<file path="config.mk">
export PLATFORM = sky130hd
export DESIGN_NAME = controlBlock
export DESIGN_NICKNAME = d
export VERILOG_FILES = /design/src/isaPkg.sv /design/src/ctrlPkg.sv /design/src/regFormatDecode.sv /design/src/immFormatDecode.sv /design/src/flowDecode.sv /design/src/controlStage.sv /design/src/controlBlock.sv
export SDC_FILE = /design/constraint.sdc
export NUM_CORES = 1
export LEC_CHECK = 0
export ABC_CLOCK_PERIOD_IN_PS = 1100
export BUFFER_PORTS_ARGS = -buffer_cell sky130_fd_sc_hd__buf_2
export CORE_UTILIZATION = 51
export CTS_CLUSTER_DIAMETER = 120
export DETAILED_ROUTE_END_ITERATION = 10
export GPL_ROUTABILITY_DRIVEN = 0
export PLACE_DENSITY = 0.81
export REMOVE_ABC_BUFFERS = 1
export SYNTH_ARGS = -nofsm -noshare
export SYNTH_HDL_FRONTEND = slang
export SYNTH_SLANG_ARGS = --single-unit
</file>
<file path="constraint.sdc">
create_clock -name clk -period 1.1 [get_ports clk]
set_input_delay 0.055 -clock clk [delete_from_list [all_inputs] [get_ports clk]]
set_output_delay 0.055 -clock clk [all_outputs]
set_load 0.05 [all_outputs]
</file>
<file path="src/isaPkg.sv">
`default_nettype none

package isaPkg;

    localparam int OpcodeWidth = 5;
    localparam int FuncWidth   = 2;

    typedef enum logic [OpcodeWidth-1:0] {
        // special
        HALT    = 5'b00000,
        NOP     = 5'b00001,
        SIIC    = 5'b00010,
        RTI     = 5'b00011,
        // J format
        J       = 5'b00100,
        JAL     = 5'b00110,
        // I2 format
        JR      = 5'b00101,
        JALR    = 5'b00111,
        BEQZ    = 5'b01100,
        BNEZ    = 5'b01101,
        BLTZ    = 5'b01110,
        BGEZ    = 5'b01111,
        LBI     = 5'b11000,
        SLBI    = 5'b10010,
        // I1 format
        ADDI    = 5'b01000,
        SUBI    = 5'b01001,
        XORI    = 5'b01010,
        ANDNI   = 5'b01011,
        ST      = 5'b10000,
        LD      = 5'b10001,
        STU     = 5'b10011,
        ROLI    = 5'b10100,
        SLLI    = 5'b10101,
        RORI    = 5'b10110,
        SRLI    = 5'b10111,
        // R format
        BTR     = 5'b11001,
        ALU_OP2 = 5'b11010,
        ALU_OP1 = 5'b11011,
        SEQ     = 5'b11100,
        SLT     = 5'b11101,
        SLE     = 5'b11110,
        SCO     = 5'b11111
    } opcode_e;

    typedef enum logic [FuncWidth-1:0] {
        func1Add  = 2'h0,
        func1Sub  = 2'h1,
        func1Xor  = 2'h2,
        func1Andn = 2'h3
    } aluFunc1_e;

    typedef enum logic [FuncWidth-1:0] {
        func2Rol = 2'h0,
        func2Sll = 2'h1,
        func2Ror = 2'h2,
        func2Srl = 2'h3
    } aluFunc2_e;

endpackage

`default_nettype wire

</file>
<file path="src/ctrlPkg.sv">
`default_nettype none

package ctrlPkg;

    // destination register select
    typedef enum logic [1:0] {
        regDstRs    = 2'h0,
        regDstRsAlt = 2'h1,
        regDstRd    = 2'h2,
        regDstR7    = 2'h3
    } regDst_e;

    // write-back source
    typedef enum logic [2:0] {
        wbMem      = 3'h0,
        wbAlu      = 3'h1,
        wbPcPlus2  = 3'h2,
        wbSetCond  = 3'h3,
        wbImm      = 3'h4,
        wbShiftImm = 3'h5,
        wbBitRev   = 3'h6
    } wbSrc_e;

    // second ALU operand
    typedef enum logic [2:0] {
        srcSignImm = 3'h0,
        srcZeroImm = 3'h1,
        srcRegB    = 3'h4,
        srcZero    = 3'h5
    } aluSrc_e;

    // msb set selects the adder/logic half
    typedef enum logic [2:0] {
        opRol  = 3'h0,
        opSll  = 3'h1,
        opRor  = 3'h2,
        opSrl  = 3'h3,
        opAdd  = 3'h4,
        opXor  = 3'h6,
        opAndn = 3'h7
    } aluOp_e;

    typedef enum logic [2:0] {
        brNone = 3'h0,
        brEqz  = 3'h1,
        brNez  = 3'h2,
        brLtz  = 3'h3,
        brGez  = 3'h4
    } brType_e;

    typedef struct packed {
        logic    halt;
        logic    sign;
        logic    pcOffSel;
        logic    regWrt;
        logic    memWrt;
        logic    memEn;
        logic    jump;
        logic    jumpReg;
        logic    invA;
        logic    invB;
        logic    cin;
        logic    err;
        regDst_e regDst;
        wbSrc_e  wbSrc;
        aluSrc_e aluSrc;
        aluOp_e  aluOp;
        brType_e brType;
    } ctrlWord_t;

    localparam ctrlWord_t CtrlDefault = '{
        halt:     1'b0,
        sign:     1'b0,
        pcOffSel: 1'b0,
        regWrt:   1'b0,
        memWrt:   1'b0,
        memEn:    1'b0,
        jump:     1'b0,
        jumpReg:  1'b0,
        invA:     1'b0,
        invB:     1'b0,
        cin:      1'b0,
        err:      1'b0,
        regDst:   regDstRs,
        wbSrc:    wbMem,
        aluSrc:   srcRegB,
        aluOp:    opRol,
        brType:   brNone
    };

    typedef struct packed {
        logic      hit;
        ctrlWord_t ctrl;
    } decodeResult_t;

endpackage

`default_nettype wire

</file>
<file path="src/regFormatDecode.sv">
`default_nettype none

module regFormatDecode (
    input  wire isaPkg::opcode_e             opCode,
    input  wire logic [isaPkg::FuncWidth-1:0] func,
    output ctrlPkg::decodeResult_t           result
);

    isaPkg::aluFunc1_e func1;
    isaPkg::aluFunc2_e func2;

    assign func1 = isaPkg::aluFunc1_e'(func);
    assign func2 = isaPkg::aluFunc2_e'(func);

    always_comb begin
        result.hit = 1'b0;
        result.ctrl = ctrlPkg::CtrlDefault;

        case (opCode)
            isaPkg::BTR: begin
                result.hit = 1'b1;
                result.ctrl.wbSrc = ctrlPkg::wbBitRev;
                result.ctrl.aluOp = ctrlPkg::opAdd;
            end
            isaPkg::ALU_OP1: begin
                result.hit = 1'b1;
                result.ctrl.wbSrc = ctrlPkg::wbAlu;
                case (func1)
                    isaPkg::func1Add: begin
                        result.ctrl.sign = 1'b1;
                        result.ctrl.aluOp = ctrlPkg::opAdd;
                    end
                    isaPkg::func1Sub: begin
                        // b - a as ~a + b + 1 on the adder
                        result.ctrl.sign = 1'b1;
                        result.ctrl.invA = 1'b1;
                        result.ctrl.cin = 1'b1;
                        result.ctrl.aluOp = ctrlPkg::opAdd;
                    end
                    isaPkg::func1Xor: result.ctrl.aluOp = ctrlPkg::opXor;
                    isaPkg::func1Andn: begin
                        result.ctrl.aluOp = ctrlPkg::opAndn;
                        result.ctrl.invB = 1'b1;
                    end
                endcase
            end
            isaPkg::ALU_OP2: begin
                result.hit = 1'b1;
                result.ctrl.wbSrc = ctrlPkg::wbAlu;
                case (func2)
                    isaPkg::func2Rol: result.ctrl.aluOp = ctrlPkg::opRol;
                    isaPkg::func2Sll: result.ctrl.aluOp = ctrlPkg::opSll;
                    isaPkg::func2Ror: result.ctrl.aluOp = ctrlPkg::opRor;
                    isaPkg::func2Srl: result.ctrl.aluOp = ctrlPkg::opSrl;
                endcase
            end
            isaPkg::SEQ, isaPkg::SLT, isaPkg::SLE: begin
                // compare through a - b
                result.hit = 1'b1;
                result.ctrl.sign = 1'b1;
                result.ctrl.wbSrc = ctrlPkg::wbSetCond;
                result.ctrl.invB = 1'b1;
                result.ctrl.cin = 1'b1;
                result.ctrl.aluOp = ctrlPkg::opAdd;
            end
            isaPkg::SCO: begin
                result.hit = 1'b1;
                result.ctrl.sign = 1'b1;
                result.ctrl.wbSrc = ctrlPkg::wbSetCond;
                result.ctrl.aluOp = ctrlPkg::opAdd;
            end
            default: ;
        endcase

        // common to every R-format instruction
        if (result.hit) begin
            result.ctrl.regWrt = 1'b1;
            result.ctrl.regDst = ctrlPkg::regDstRd;
            result.ctrl.aluSrc = ctrlPkg::srcRegB;
        end
    end

endmodule

`default_nettype wire

</file>
<file path="src/immFormatDecode.sv">
`default_nettype none

module immFormatDecode (
    input  wire isaPkg::opcode_e   opCode,
    output ctrlPkg::decodeResult_t result
);

    logic aluImm;

    always_comb begin
        aluImm = 1'b0;
        result.hit = 1'b0;
        result.ctrl = ctrlPkg::CtrlDefault;

        case (opCode)
            isaPkg::ADDI: begin
                aluImm = 1'b1;
                result.ctrl.sign = 1'b1;
                result.ctrl.aluSrc = ctrlPkg::srcSignImm;
                result.ctrl.aluOp = ctrlPkg::opAdd;
            end
            isaPkg::SUBI: begin
                aluImm = 1'b1;
                result.ctrl.sign = 1'b1;
                result.ctrl.invA = 1'b1;
                result.ctrl.cin = 1'b1;
                result.ctrl.aluSrc = ctrlPkg::srcSignImm;
                result.ctrl.aluOp = ctrlPkg::opAdd;
            end
            isaPkg::XORI: begin
                aluImm = 1'b1;
                result.ctrl.aluSrc = ctrlPkg::srcZeroImm;
                result.ctrl.aluOp = ctrlPkg::opXor;
            end
            isaPkg::ANDNI: begin
                aluImm = 1'b1;
                result.ctrl.invB = 1'b1;
                result.ctrl.aluSrc = ctrlPkg::srcZeroImm;
                result.ctrl.aluOp = ctrlPkg::opAndn;
            end
            isaPkg::ROLI, isaPkg::SLLI, isaPkg::RORI, isaPkg::SRLI: begin
                aluImm = 1'b1;
                result.ctrl.aluSrc = ctrlPkg::srcZeroImm;
                // low two opcode bits follow the aluOp shift order
                result.ctrl.aluOp = ctrlPkg::aluOp_e'({1'b0, opCode[1:0]});
            end
            // address is always rs + sign-extended imm
            isaPkg::ST: begin
                result.hit = 1'b1;
                result.ctrl.memWrt = 1'b1;
                result.ctrl.memEn = 1'b1;
            end
            isaPkg::LD: begin
                result.hit = 1'b1;
                result.ctrl.regWrt = 1'b1;
                result.ctrl.regDst = ctrlPkg::regDstRs;
                result.ctrl.wbSrc = ctrlPkg::wbMem;
                result.ctrl.memEn = 1'b1;
            end
            isaPkg::STU: begin
                // base register gets the updated address
                result.hit = 1'b1;
                result.ctrl.sign = 1'b1;
                result.ctrl.regWrt = 1'b1;
                result.ctrl.regDst = ctrlPkg::regDstRsAlt;
                result.ctrl.wbSrc = ctrlPkg::wbAlu;
                result.ctrl.memWrt = 1'b1;
                result.ctrl.memEn = 1'b1;
            end
            default: ;
        endcase

        if (aluImm) begin
            result.hit = 1'b1;
            result.ctrl.regWrt = 1'b1;
            result.ctrl.regDst = ctrlPkg::regDstRs;
            result.ctrl.wbSrc = ctrlPkg::wbAlu;
        end else if (result.hit) begin
            result.ctrl.aluSrc = ctrlPkg::srcSignImm;
            result.ctrl.aluOp = ctrlPkg::opAdd;
        end
    end

endmodule

`default_nettype wire

</file>
<file path="src/flowDecode.sv">
`default_nettype none

module flowDecode (
    input  wire isaPkg::opcode_e   opCode,
    output ctrlPkg::decodeResult_t result
);

    logic link;

    always_comb begin
        link = 1'b0;
        result.hit = 1'b0;
        result.ctrl = ctrlPkg::CtrlDefault;

        case (opCode)
            isaPkg::LBI: begin
                result.hit = 1'b1;
                result.ctrl.regWrt = 1'b1;
                result.ctrl.regDst = ctrlPkg::regDstRsAlt;
                result.ctrl.wbSrc = ctrlPkg::wbImm;
            end
            isaPkg::SLBI: begin
                result.hit = 1'b1;
                result.ctrl.regWrt = 1'b1;
                result.ctrl.regDst = ctrlPkg::regDstRsAlt;
                result.ctrl.wbSrc = ctrlPkg::wbShiftImm;
            end
            isaPkg::JR, isaPkg::JALR: begin
                result.hit = 1'b1;
                result.ctrl.jump = 1'b1;
                result.ctrl.jumpReg = 1'b1;
                link = (opCode == isaPkg::JALR);
            end
            isaPkg::J, isaPkg::JAL: begin
                result.hit = 1'b1;
                result.ctrl.pcOffSel = 1'b1;
                result.ctrl.jump = 1'b1;
                link = (opCode == isaPkg::JAL);
            end
            isaPkg::BEQZ, isaPkg::BNEZ, isaPkg::BLTZ, isaPkg::BGEZ: begin
                // rs + 0 through the adder for the condition test
                result.hit = 1'b1;
                result.ctrl.sign = 1'b1;
                result.ctrl.aluSrc = ctrlPkg::srcZero;
                result.ctrl.aluOp = ctrlPkg::opAdd;
                case (opCode)
                    isaPkg::BEQZ: result.ctrl.brType = ctrlPkg::brEqz;
                    isaPkg::BNEZ: result.ctrl.brType = ctrlPkg::brNez;
                    isaPkg::BLTZ: result.ctrl.brType = ctrlPkg::brLtz;
                    default:      result.ctrl.brType = ctrlPkg::brGez;
                endcase
            end
            isaPkg::HALT: begin
                result.hit = 1'b1;
                result.ctrl.halt = 1'b1;
            end
            isaPkg::NOP: result.hit = 1'b1;
            default: ;
        endcase

        // return address to r7
        if (link) begin
            result.ctrl.regWrt = 1'b1;
            result.ctrl.regDst = ctrlPkg::regDstR7;
            result.ctrl.wbSrc = ctrlPkg::wbPcPlus2;
        end
    end

endmodule

`default_nettype wire

</file>
<file path="src/controlStage.sv">
`default_nettype none

module controlStage (
    input  wire logic                   clk,
    input  wire logic                   reset,
    input  wire logic                   instrValid,
    input  wire ctrlPkg::decodeResult_t regResult,
    input  wire ctrlPkg::decodeResult_t immResult,
    input  wire ctrlPkg::decodeResult_t flowResult,
    output logic                        ctrlValid,
    output ctrlPkg::ctrlWord_t          ctrl
);

    ctrlPkg::ctrlWord_t nextCtrl;

    always_comb begin
        if (regResult.hit) begin
            nextCtrl = regResult.ctrl;
        end else if (immResult.hit) begin
            nextCtrl = immResult.ctrl;
        end else if (flowResult.hit) begin
            nextCtrl = flowResult.ctrl;
        end else begin
            // nobody claimed the opcode
            nextCtrl = ctrlPkg::CtrlDefault;
            nextCtrl.err = 1'b1;
        end
    end

    always_ff @(posedge clk) begin
        if (reset) begin
            ctrlValid <= 1'b0;
            ctrl <= ctrlPkg::CtrlDefault;
        end else begin
            ctrlValid <= instrValid;
            // holds the last word between strobes
            if (instrValid) begin
                ctrl <= nextCtrl;
            end
        end
    end

    // decoder groups must not overlap
    singleClaim: assert property (@(posedge clk) disable iff (reset)
        instrValid |-> $onehot0({regResult.hit, immResult.hit, flowResult.hit}))
        else $error("opcode claimed by more than one decoder, hits %03b",
                    $sampled({regResult.hit, immResult.hit, flowResult.hit}));

    // err is decided here alone
    noDecoderErr: assert property (@(posedge clk) disable iff (reset)
        instrValid |-> !(regResult.ctrl.err || immResult.ctrl.err || flowResult.ctrl.err))
        else $error("a decoder raised err on its own");

endmodule

`default_nettype wire

</file>
<file path="src/controlBlock.sv">
`default_nettype none

module controlBlock (
    input  wire logic                         clk,
    input  wire logic                         reset,
    input  wire logic                         instrValid,
    input  wire isaPkg::opcode_e              opCode,
    input  wire logic [isaPkg::FuncWidth-1:0] func,
    output logic                              ctrlValid,
    output ctrlPkg::ctrlWord_t                ctrl
);

    ctrlPkg::decodeResult_t regResult;
    ctrlPkg::decodeResult_t immResult;
    ctrlPkg::decodeResult_t flowResult;

    regFormatDecode regDec (
        .opCode (opCode),
        .func   (func),
        .result (regResult)
    );

    immFormatDecode immDec (
        .opCode (opCode),
        .result (immResult)
    );

    flowDecode flowDec (
        .opCode (opCode),
        .result (flowResult)
    );

    controlStage stage (
        .clk        (clk),
        .reset      (reset),
        .instrValid (instrValid),
        .regResult  (regResult),
        .immResult  (immResult),
        .flowResult (flowResult),
        .ctrlValid  (ctrlValid),
        .ctrl       (ctrl)
    );

endmodule

`default_nettype wire

</file>
; ---- Word level (Yosys, flattened, before mapping)
; Cells that the tools add are included.
[totals]
register_bits = 27
in_bits = 10
elab_cells = 112
out_inout_bits = 27
[op_classes]
muxes = 41
reduce_logical = 21
n_eq_ne = 32
[op_table]
columns = operator, count
row1 = "equality test 5 bit, second input constant", 16
row2 = 2-to-1 mux 26 bit, 3
row3 = "equality test 5 x 4 -> 1 bit, second input constant", 8
row4 = case mux 3 bit (3 select lines), 4
row5 = case mux 6 bit (4 select lines), 1
row6 = 2-to-1 mux 1 bit, 22
row7 = "equality test 5 x 3 -> 1 bit, second input constant", 4
row8 = OR reduction 2 bit, 8
row9 = OR reduction 4 bit, 4
row10 = 2-to-1 mux 6 bit, 2
row11 = case mux 3 bit (4 select lines), 1
row12 = OR reduction 12 bit, 1
row13 = OR reduction 3 bit, 3
row14 = 2-to-1 mux 4 bit, 2
row15 = case mux 4 bit (2 select lines), 1
row16 = OR reduction 8 bit, 1
row17 = 2-to-1 mux 7 bit, 1
row18 = OR reduction 7 bit, 1
row19 = "equality test 5 x 1 -> 1 bit, second input constant", 1
row20 = logical NOT 5 bit, 1
row21 = 2-to-1 mux 5 bit, 1
row22 = OR reduction 5 bit, 1
row23 = "equality test 2 bit, second input constant", 2
row24 = case mux 1 bit (2 select lines), 2
row25 = 3 further kinds, 3

; ---- Logic depth before layout (Yosys ltp)
; Gate-level depths: netlist of the first run.
[logic_depth]
ltp_word = 7
depth_mapped = 6

; ---- Modules after synthesis
; Synthesis of the first run repeated with hierarchy kept, for this count alone.
[unflattened]
cells_unflattened = 287
hier_area_um2 = 2409.8
[modules_own_cells]
columns = mod, instances, area_each_um2, cells_per_inst
row1 = controlStage, 1, 1566.5, 162
row2 = regFormatDecode, 1, 311.5, 43
row3 = immFormatDecode, 1, 266.5, 45
row4 = flowDecode, 1, 265.3, 37

; ---- Least setup slack after synthesis of the first run
; No wires, ideal clock.
[synth_path]
kind = register to register
start = reg, netlist name stage.ctrl[15]
end = reg, netlist name stage.ctrl[15]
required_time_ps = 1014
setup_slack_ps = 102
t_arrival_ps = 912
synth_period_minus_slack_ps = 998
path_stages_with_launch = 3
path_buffers = 0
setup_time_ps = 86
path_cell_list = dfxtp_1 -> a2bb2oi_1 -> a211oi_1

; ---- Final worst setup path of the first run
[layout_path]
start = reg, netlist name stage.ctrl[15]
end = out ctrl[15] in the netlist's numbering
[layout_rtl]
columns = element, line
row1 = "end, declared", controlBlock.sv:10  ; output ctrlPkg::ctrlWord_t ctrl
; No word-level cell between the ends.

==> results by group, run 1 <==
Clock network
  • CTS Hold Bufs: 0
  • Number of cells upsized or downsized after cts: 0
  • Longest Clk Path Bufs: 2
  • CTS buffer count: 3
  • Worst-Skew Late Latency: 0.34 ns
  • Post-CTS Setup Bufs: 0
  • TritonCTS clock tree: yes
  • Clock transition at path regs: about 0.13 ns
  • Root Buffer: clkbuf_4
  • H-tree Lvls: 1
  • CTS sink cnt: 26

Power
  • Pleak: just over 0.7 nW
  • Pwr Density: roughly 1200 nW/um^2
  • Peak VDD IR: between 0.9 and 1 mV

STA
  • Final setup fails: 0
  • RSZ-0062 raised after global routing: false
  • Slew Viols, Final: 0
  • Final Skew: 0 ns
  • Hold Violations, Final: 0
  • Final Critical Period: roughly 1.0 ns
  • Final period util: 94.1%
  • Fmax: 966 MHz

Setup path
  • Worst EP arrival: 0.98 ns
  • Setup CP Type: register to primary output
  • Worst Setup End Kind: primary output
  • Crit. Startpoint: stage.ctrl[15]
  • CP Launch Type: register
  • Worst r2r src: stage.ctrl[10]
  • Critical Path RT: approximately 1.0 ns
  • Worst path cell trace: buf_2
  • Crit-path max FO: 2
  • CP top delay family: flip-flops
  • Worst path bufs/invs: 1
  • CP max stage cell: dfxtp_1
  • Slowest Stage Delay on Critical Path: ~0.37 ns

Drt
  • Final wirelength: about 3.2 mm
  • Drt wl/cell: approximately 13 um
  • Initial DRC Count: 34
  • ANT nets after route: 0
  • Via count: 1358
  • DRT Pass-1 Iters: 4
  • DRC Markers: 0
  • Vias/cell: between 5 and 6

Global route
  • Initial antenna violation count: 0
  • Vias in the first global route: between 1000 and 1500
  • Largest net degree at the start of global routing: 27
  • GR Overflow Total: 0
  • Global-route total usage across every layer: a little under a quarter
  • First-pass GRT wire length: about 4.9 mm

Yosys
  • Post-synth cell types: 47
  • Top cells by count, synth: 26 x dfxtp_1, 19 x nand2_1, 18 x a21oi_1
  • Top area cells in the synthesized netlist: dfxtp_1 37%, a21oi_1 6.5%, nand2_1 5.1%
  • Synth Area in Compound Gates: ~20%
  • Synth Cell Area: ~1400 um^2
  • Post-synth top area cell: dfxtp_1
  • Most frequent cell after synthesis: dfxtp_1
  • Syn avg cell area: 8.23 um^2
  • Number of synthesized flops with an enable pin: 0
  • Register bit total from synthesis: 26
  • Largest family of logic cells by synthesized area: simple AND/OR/NAND/NOR gates
  • Ys async rst share: 0%
  • Synth Instances: ~170
  • XOR/XNOR Fraction of Synth Area: 0.630%
  • Synth warnings: 0
  • Synthesized-area fraction occupied by adder cells: 0%
  • Multiplexer share of the synthesized area: approximately 3.0%
  • Post-synthesis simple-gate area fraction: between 20% and 30%
  • Dominant synthesized flop cell: dfxtp_1
  • Yosys top cell area share: a little under two fifths
  • Register area share after synthesis: roughly 37%

Final layout
  • Nets@finish: 218
  • Layout area overhead: 18.2%
  • Finished Layout Cells: between 200 and 250
  • Diode count: 0
  • Layout cells sized above 1: 31.9%
  • Final Util: about two thirds

Placement
  • I/O Buffers: 35
  • Placed cell count: 233
  • Detailed Place HPWL: ~2.3 mm

Floorplanning
  • Die H: approximately 54 um
  • FP Rows: 18
  • Die Area: about 2900 um^2
  • Core area: around 2500 um^2
  • Initial Util: 55.1%
  • Ports: 37
  • Die Wd: ~54 um

Worst hold path
  • HP Class: input pin to register
  • Hold Crit Start: func[1]

Run status
  • Status: completed

Flow run
  • Max-cap violation count: 0
-- final cells by class --
cell class                 count  area (um^2)
timing repair buffer          53          310
sequential                    26          520
multi-input combinational    122          731
fill                         246          880
clock buffer                   4         36.3
inverter                       2         7.51
tap                           30         37.5
-- final timing paths --
kind | to | slack, ns | depth (start not counted)
max | ctrl[15] | 0.07 | 1
min | stage.ctrl[3] | 0.01 | 3
max reg2reg | stage.ctrl[10] | 0.37 | 2
min reg2reg | stage.ctrl[11] | 0.47 | 2
-- power by group --
part,leakage (nW),internal [mW],switching (mW)
registers,0.213,0.980,0.0170
clock network,0.0210,0.204,0.296
logic,0.486,0.161,0.335
-- metal layers --
| metal | vias to the layer above | track usage [%] | wire length [um] |
|---|---|---|---|
| li1 | 658 | - | - |
| met1 | 637 | 27.0 | 1440 |
| met2 | 55 | 40.4 | 1500 |
| met3 | 8 | 3.95 | 187 |
| met4 | 0 | 9.83 | 59 |
| met5 | - | 0 | 0 |
-- per-stage QoR --
stage          cell area (um^2)  hold slack (ns)  power, mW  setup TNS (ns)  setup WS, ns
2_1_floorplan              1260            0.122       1.30               0         0.102
3_3_place_gp               1610            0.368       1.50               0        0.0314
3_5_place_dp               1610            0.374       1.51         -0.0419       -0.0147
4_1_cts                    1640          0.00809       1.99               0        0.0608
5_1_grt                    1640           0.0263       2.06               0        0.0221
6_report                   1640           0.0100       1.99               0        0.0652
-- layout by cell type, fill, tap and decap left out, drive strengths merged, types with 2 or more instances in the layout --
cell type	Yosys	layout
buf	15	53
dfxtp	26	26
nand2	21	21
a21oi	18	18
nor2	18	18
nand3	8	8
a311oi	6	6
o21ai	6	6
nand2b	5	5
nand3b	4	4
nor3	4	4
clkbuf	4	4
and2b	3	3
and2	3	3
mux2i	3	3
nor2b	2	2
inv	2	2
nand4b	2	2
o211ai	2	2
a211oi	2	2
or3	2	2
-- registers in the layout (all words and copies together), names as in the netlist --
| name | flops |
|---|---|
| stage.ctrlValid | 1 |
| stage.ctrl | 25 |
-- logic make-up after synthesis --
group,count (synthesis)
buffers and inverters,21
AO/OA/AOI/OAI,43
other,1
flip-flops,26
XOR/XNOR,1
multiplexers,4
AND/OR/NAND/NOR,73
Power figures use the tool's default switching activity.
==> run 2, diff against run 1 <==
--- a/config.mk
+++ b/config.mk
@@ -7,12 +7,11 @@
 export LEC_CHECK = 0
 export ABC_CLOCK_PERIOD_IN_PS = 1100
 export BUFFER_PORTS_ARGS = -buffer_cell sky130_fd_sc_hd__buf_2
-export CORE_UTILIZATION = 51
+export CORE_UTILIZATION = 50
 export CTS_CLUSTER_DIAMETER = 120
 export DETAILED_ROUTE_END_ITERATION = 10
 export GPL_ROUTABILITY_DRIVEN = 0
-export PLACE_DENSITY = 0.81
-export REMOVE_ABC_BUFFERS = 1
+export PLACE_DENSITY = 0.79
 export SYNTH_ARGS = -nofsm -noshare
 export SYNTH_HDL_FRONTEND = slang
 export SYNTH_SLANG_ARGS = --single-unit
==> results by group, run 2 (synthesis results as in run 1) <==
Run status
  • Status: completed

Clock network
  • H-tree Lvls: 1
  • Worst-Skew Late Latency: 0.33 ns
  • CTS sink cnt: 26
  • CTS buffer count: 3
  • Clock transition at path regs: 0.15 ns
  • Longest Clk Path Bufs: 2
  • Root Buffer: clkbuf_4
  • TritonCTS clock tree: yes

Setup path
  • Setup CP Type: register to primary output
  • Worst path cell trace: clkbuf_4
  • Crit-path max FO: 2
  • CP max stage cell: dfxtp_1
  • CP top delay family: flip-flops
  • Slowest Stage Delay on Critical Path: between 0.3 and 0.4 ns
  • Worst Setup End Kind: primary output
  • Critical Path RT: approximately 1.0 ns
  • CP Launch Type: register
  • Worst EP arrival: 0.98 ns
  • Worst path bufs/invs: 1

Final layout
  • Fillcell total: 230
  • Fin area: 1650 um^2
  • Finished Layout Cells: 235
  • Most common cell after layout, fill and taps aside: buf_2
  • Max reg flops: 25
  • Nets@finish: 216
  • Layout area overhead: 18.5%
  • Most frequent cells in the layout: 34 x buf_2, 26 x dfxtp_1, 19 x nand2_1
  • Layout cells sized above 1: 31.2%
  • Biggest register: stage.ctrl
  • Diode count: 0
  • Top flop regs: stage.ctrl x25, stage.ctrlValid x1

Power
  • Peak VDD IR: 1.04 mV
  • Pleak: between 0.7 and 0.8 nW
  • Pwr Density: between 1000 and 1500 nW/um^2

STA
  • Fin worst setup slack: between 0.06 and 0.07 ns
  • Slew Viols, Final: 0
  • Fmax: between 900 and 1000 MHz
  • Final setup fails: 0
  • Final period util: 93.9%
  • RSZ-0062 raised after global routing: false
  • Final Skew: 0 ns
  • Final Critical Period: 1.03 ns
  • Hold Violations, Final: 0

Flow run
  • Max-cap violation count: 0

Global route
  • Global-route total usage across every layer: a little under a quarter
  • Vias in the first global route: 1160
  • Initial antenna violation count: 0
  • Largest net degree at the start of global routing: 27
  • First-pass GRT wire length: a little over 5 mm
  • GR Overflow Total: 0

Floorplanning
  • Initial Util: 54.6%
  • FP Rows: 18
  • Die H: 54.7 um
  • Ports: 37
  • Core area: 2540 um^2
  • Die Wd: 54.7 um
  • Die Area: approximately 3000 um^2

Placement
  • Detailed Place HPWL: between 2 and 2.5 mm
  • Placed cell area: 1590 um^2
  • Placed cell count: 231
  • I/O Buffers: 35
  • Pre-CTS setup slack: -0.0532 ns

Drt
  • DRT Pass-1 Iters: 4
  • Vias/cell: approximately 5.6
  • DRC Markers: 0
  • Drt wl/cell: roughly 14 um
  • ANT nets after route: 0
  • Final wirelength: 3.25 mm
  • Via count: between 1000 and 1500
  • Initial DRC Count: 25

Yosys
  • Syn nets: 179

Worst hold path
  • HP Class: input pin to register
==> run 2: cell type report <==
class,instances,area [um^2],share of cell area [%]
inverters,2,7.51,0.456
repair buffers,51,298,18.1
flip-flops and latches,26,520,31.6
clock buffers,3,22.5,1.37
multi-input cells,122,731,44.4
clock inverters,1,30.0,1.82
well taps,30,37.5,2.28
==> run 2: what timing repair did <==
| action | CTS | global route |
|---|---|---|
| setup buffers | 0 | 0 |
| setup endpoints to repair | 0 | 1 |
| hold buffers | 0 | 0 |
| resized for setup | 0 | 1 |
==> run 2: final timing paths <==
| kind | from | endpoint | slack [ns] | depth (start not counted) |
|---|---|---|---|---|
| max | stage.ctrl[12] | ctrl[12] | 0.07 | 1 |
| min | func[1] | stage.ctrl[3] | 0.02 | 3 |
| max reg2reg | stage.ctrl[12] | stage.ctrl[12] | 0.34 | 2 |
| min reg2reg | stage.ctrl[5] | stage.ctrl[5] | 0.47 | 2 |
==> run 2: stage by stage <==
stage / util, % / hold WS, ns / setup TNS [ns] / total power, mW
after floorplan: - / 0.207 / 0 / 1.40
after global placement: 62.5 / 0.365 / 0 / 1.50
after detailed placement: 62.5 / 0.373 / -0.0978 / 1.51
after CTS: 64.6 / 0.0102 / 0 / 2.17
after global routing: 64.7 / 0.0306 / 0 / 2.25
final: 64.7 / 0.0179 / 0 / 2.17
==> run 2: report_power, final <==
| group | internal, mW | switching (mW) | leakage, nW |
|---|---|---|---|
| Sequential | 0.981 | 0.0177 | 0.213 |
| Clock | 0.369 | 0.309 | 0.0279 |
| Combinational | 0.158 | 0.335 | 0.477 |
| Total | 1.51 | 0.662 | 0.717 |
==> run 2: per-layer routing <==
metal  up-vias  GRT usage, %  wire length, um
met5         -             0                0
met2        54          38.4             1470
met3        11          2.78              196
met4         0          12.4              105
li1        657             -                -
met1       586          31.2             1480
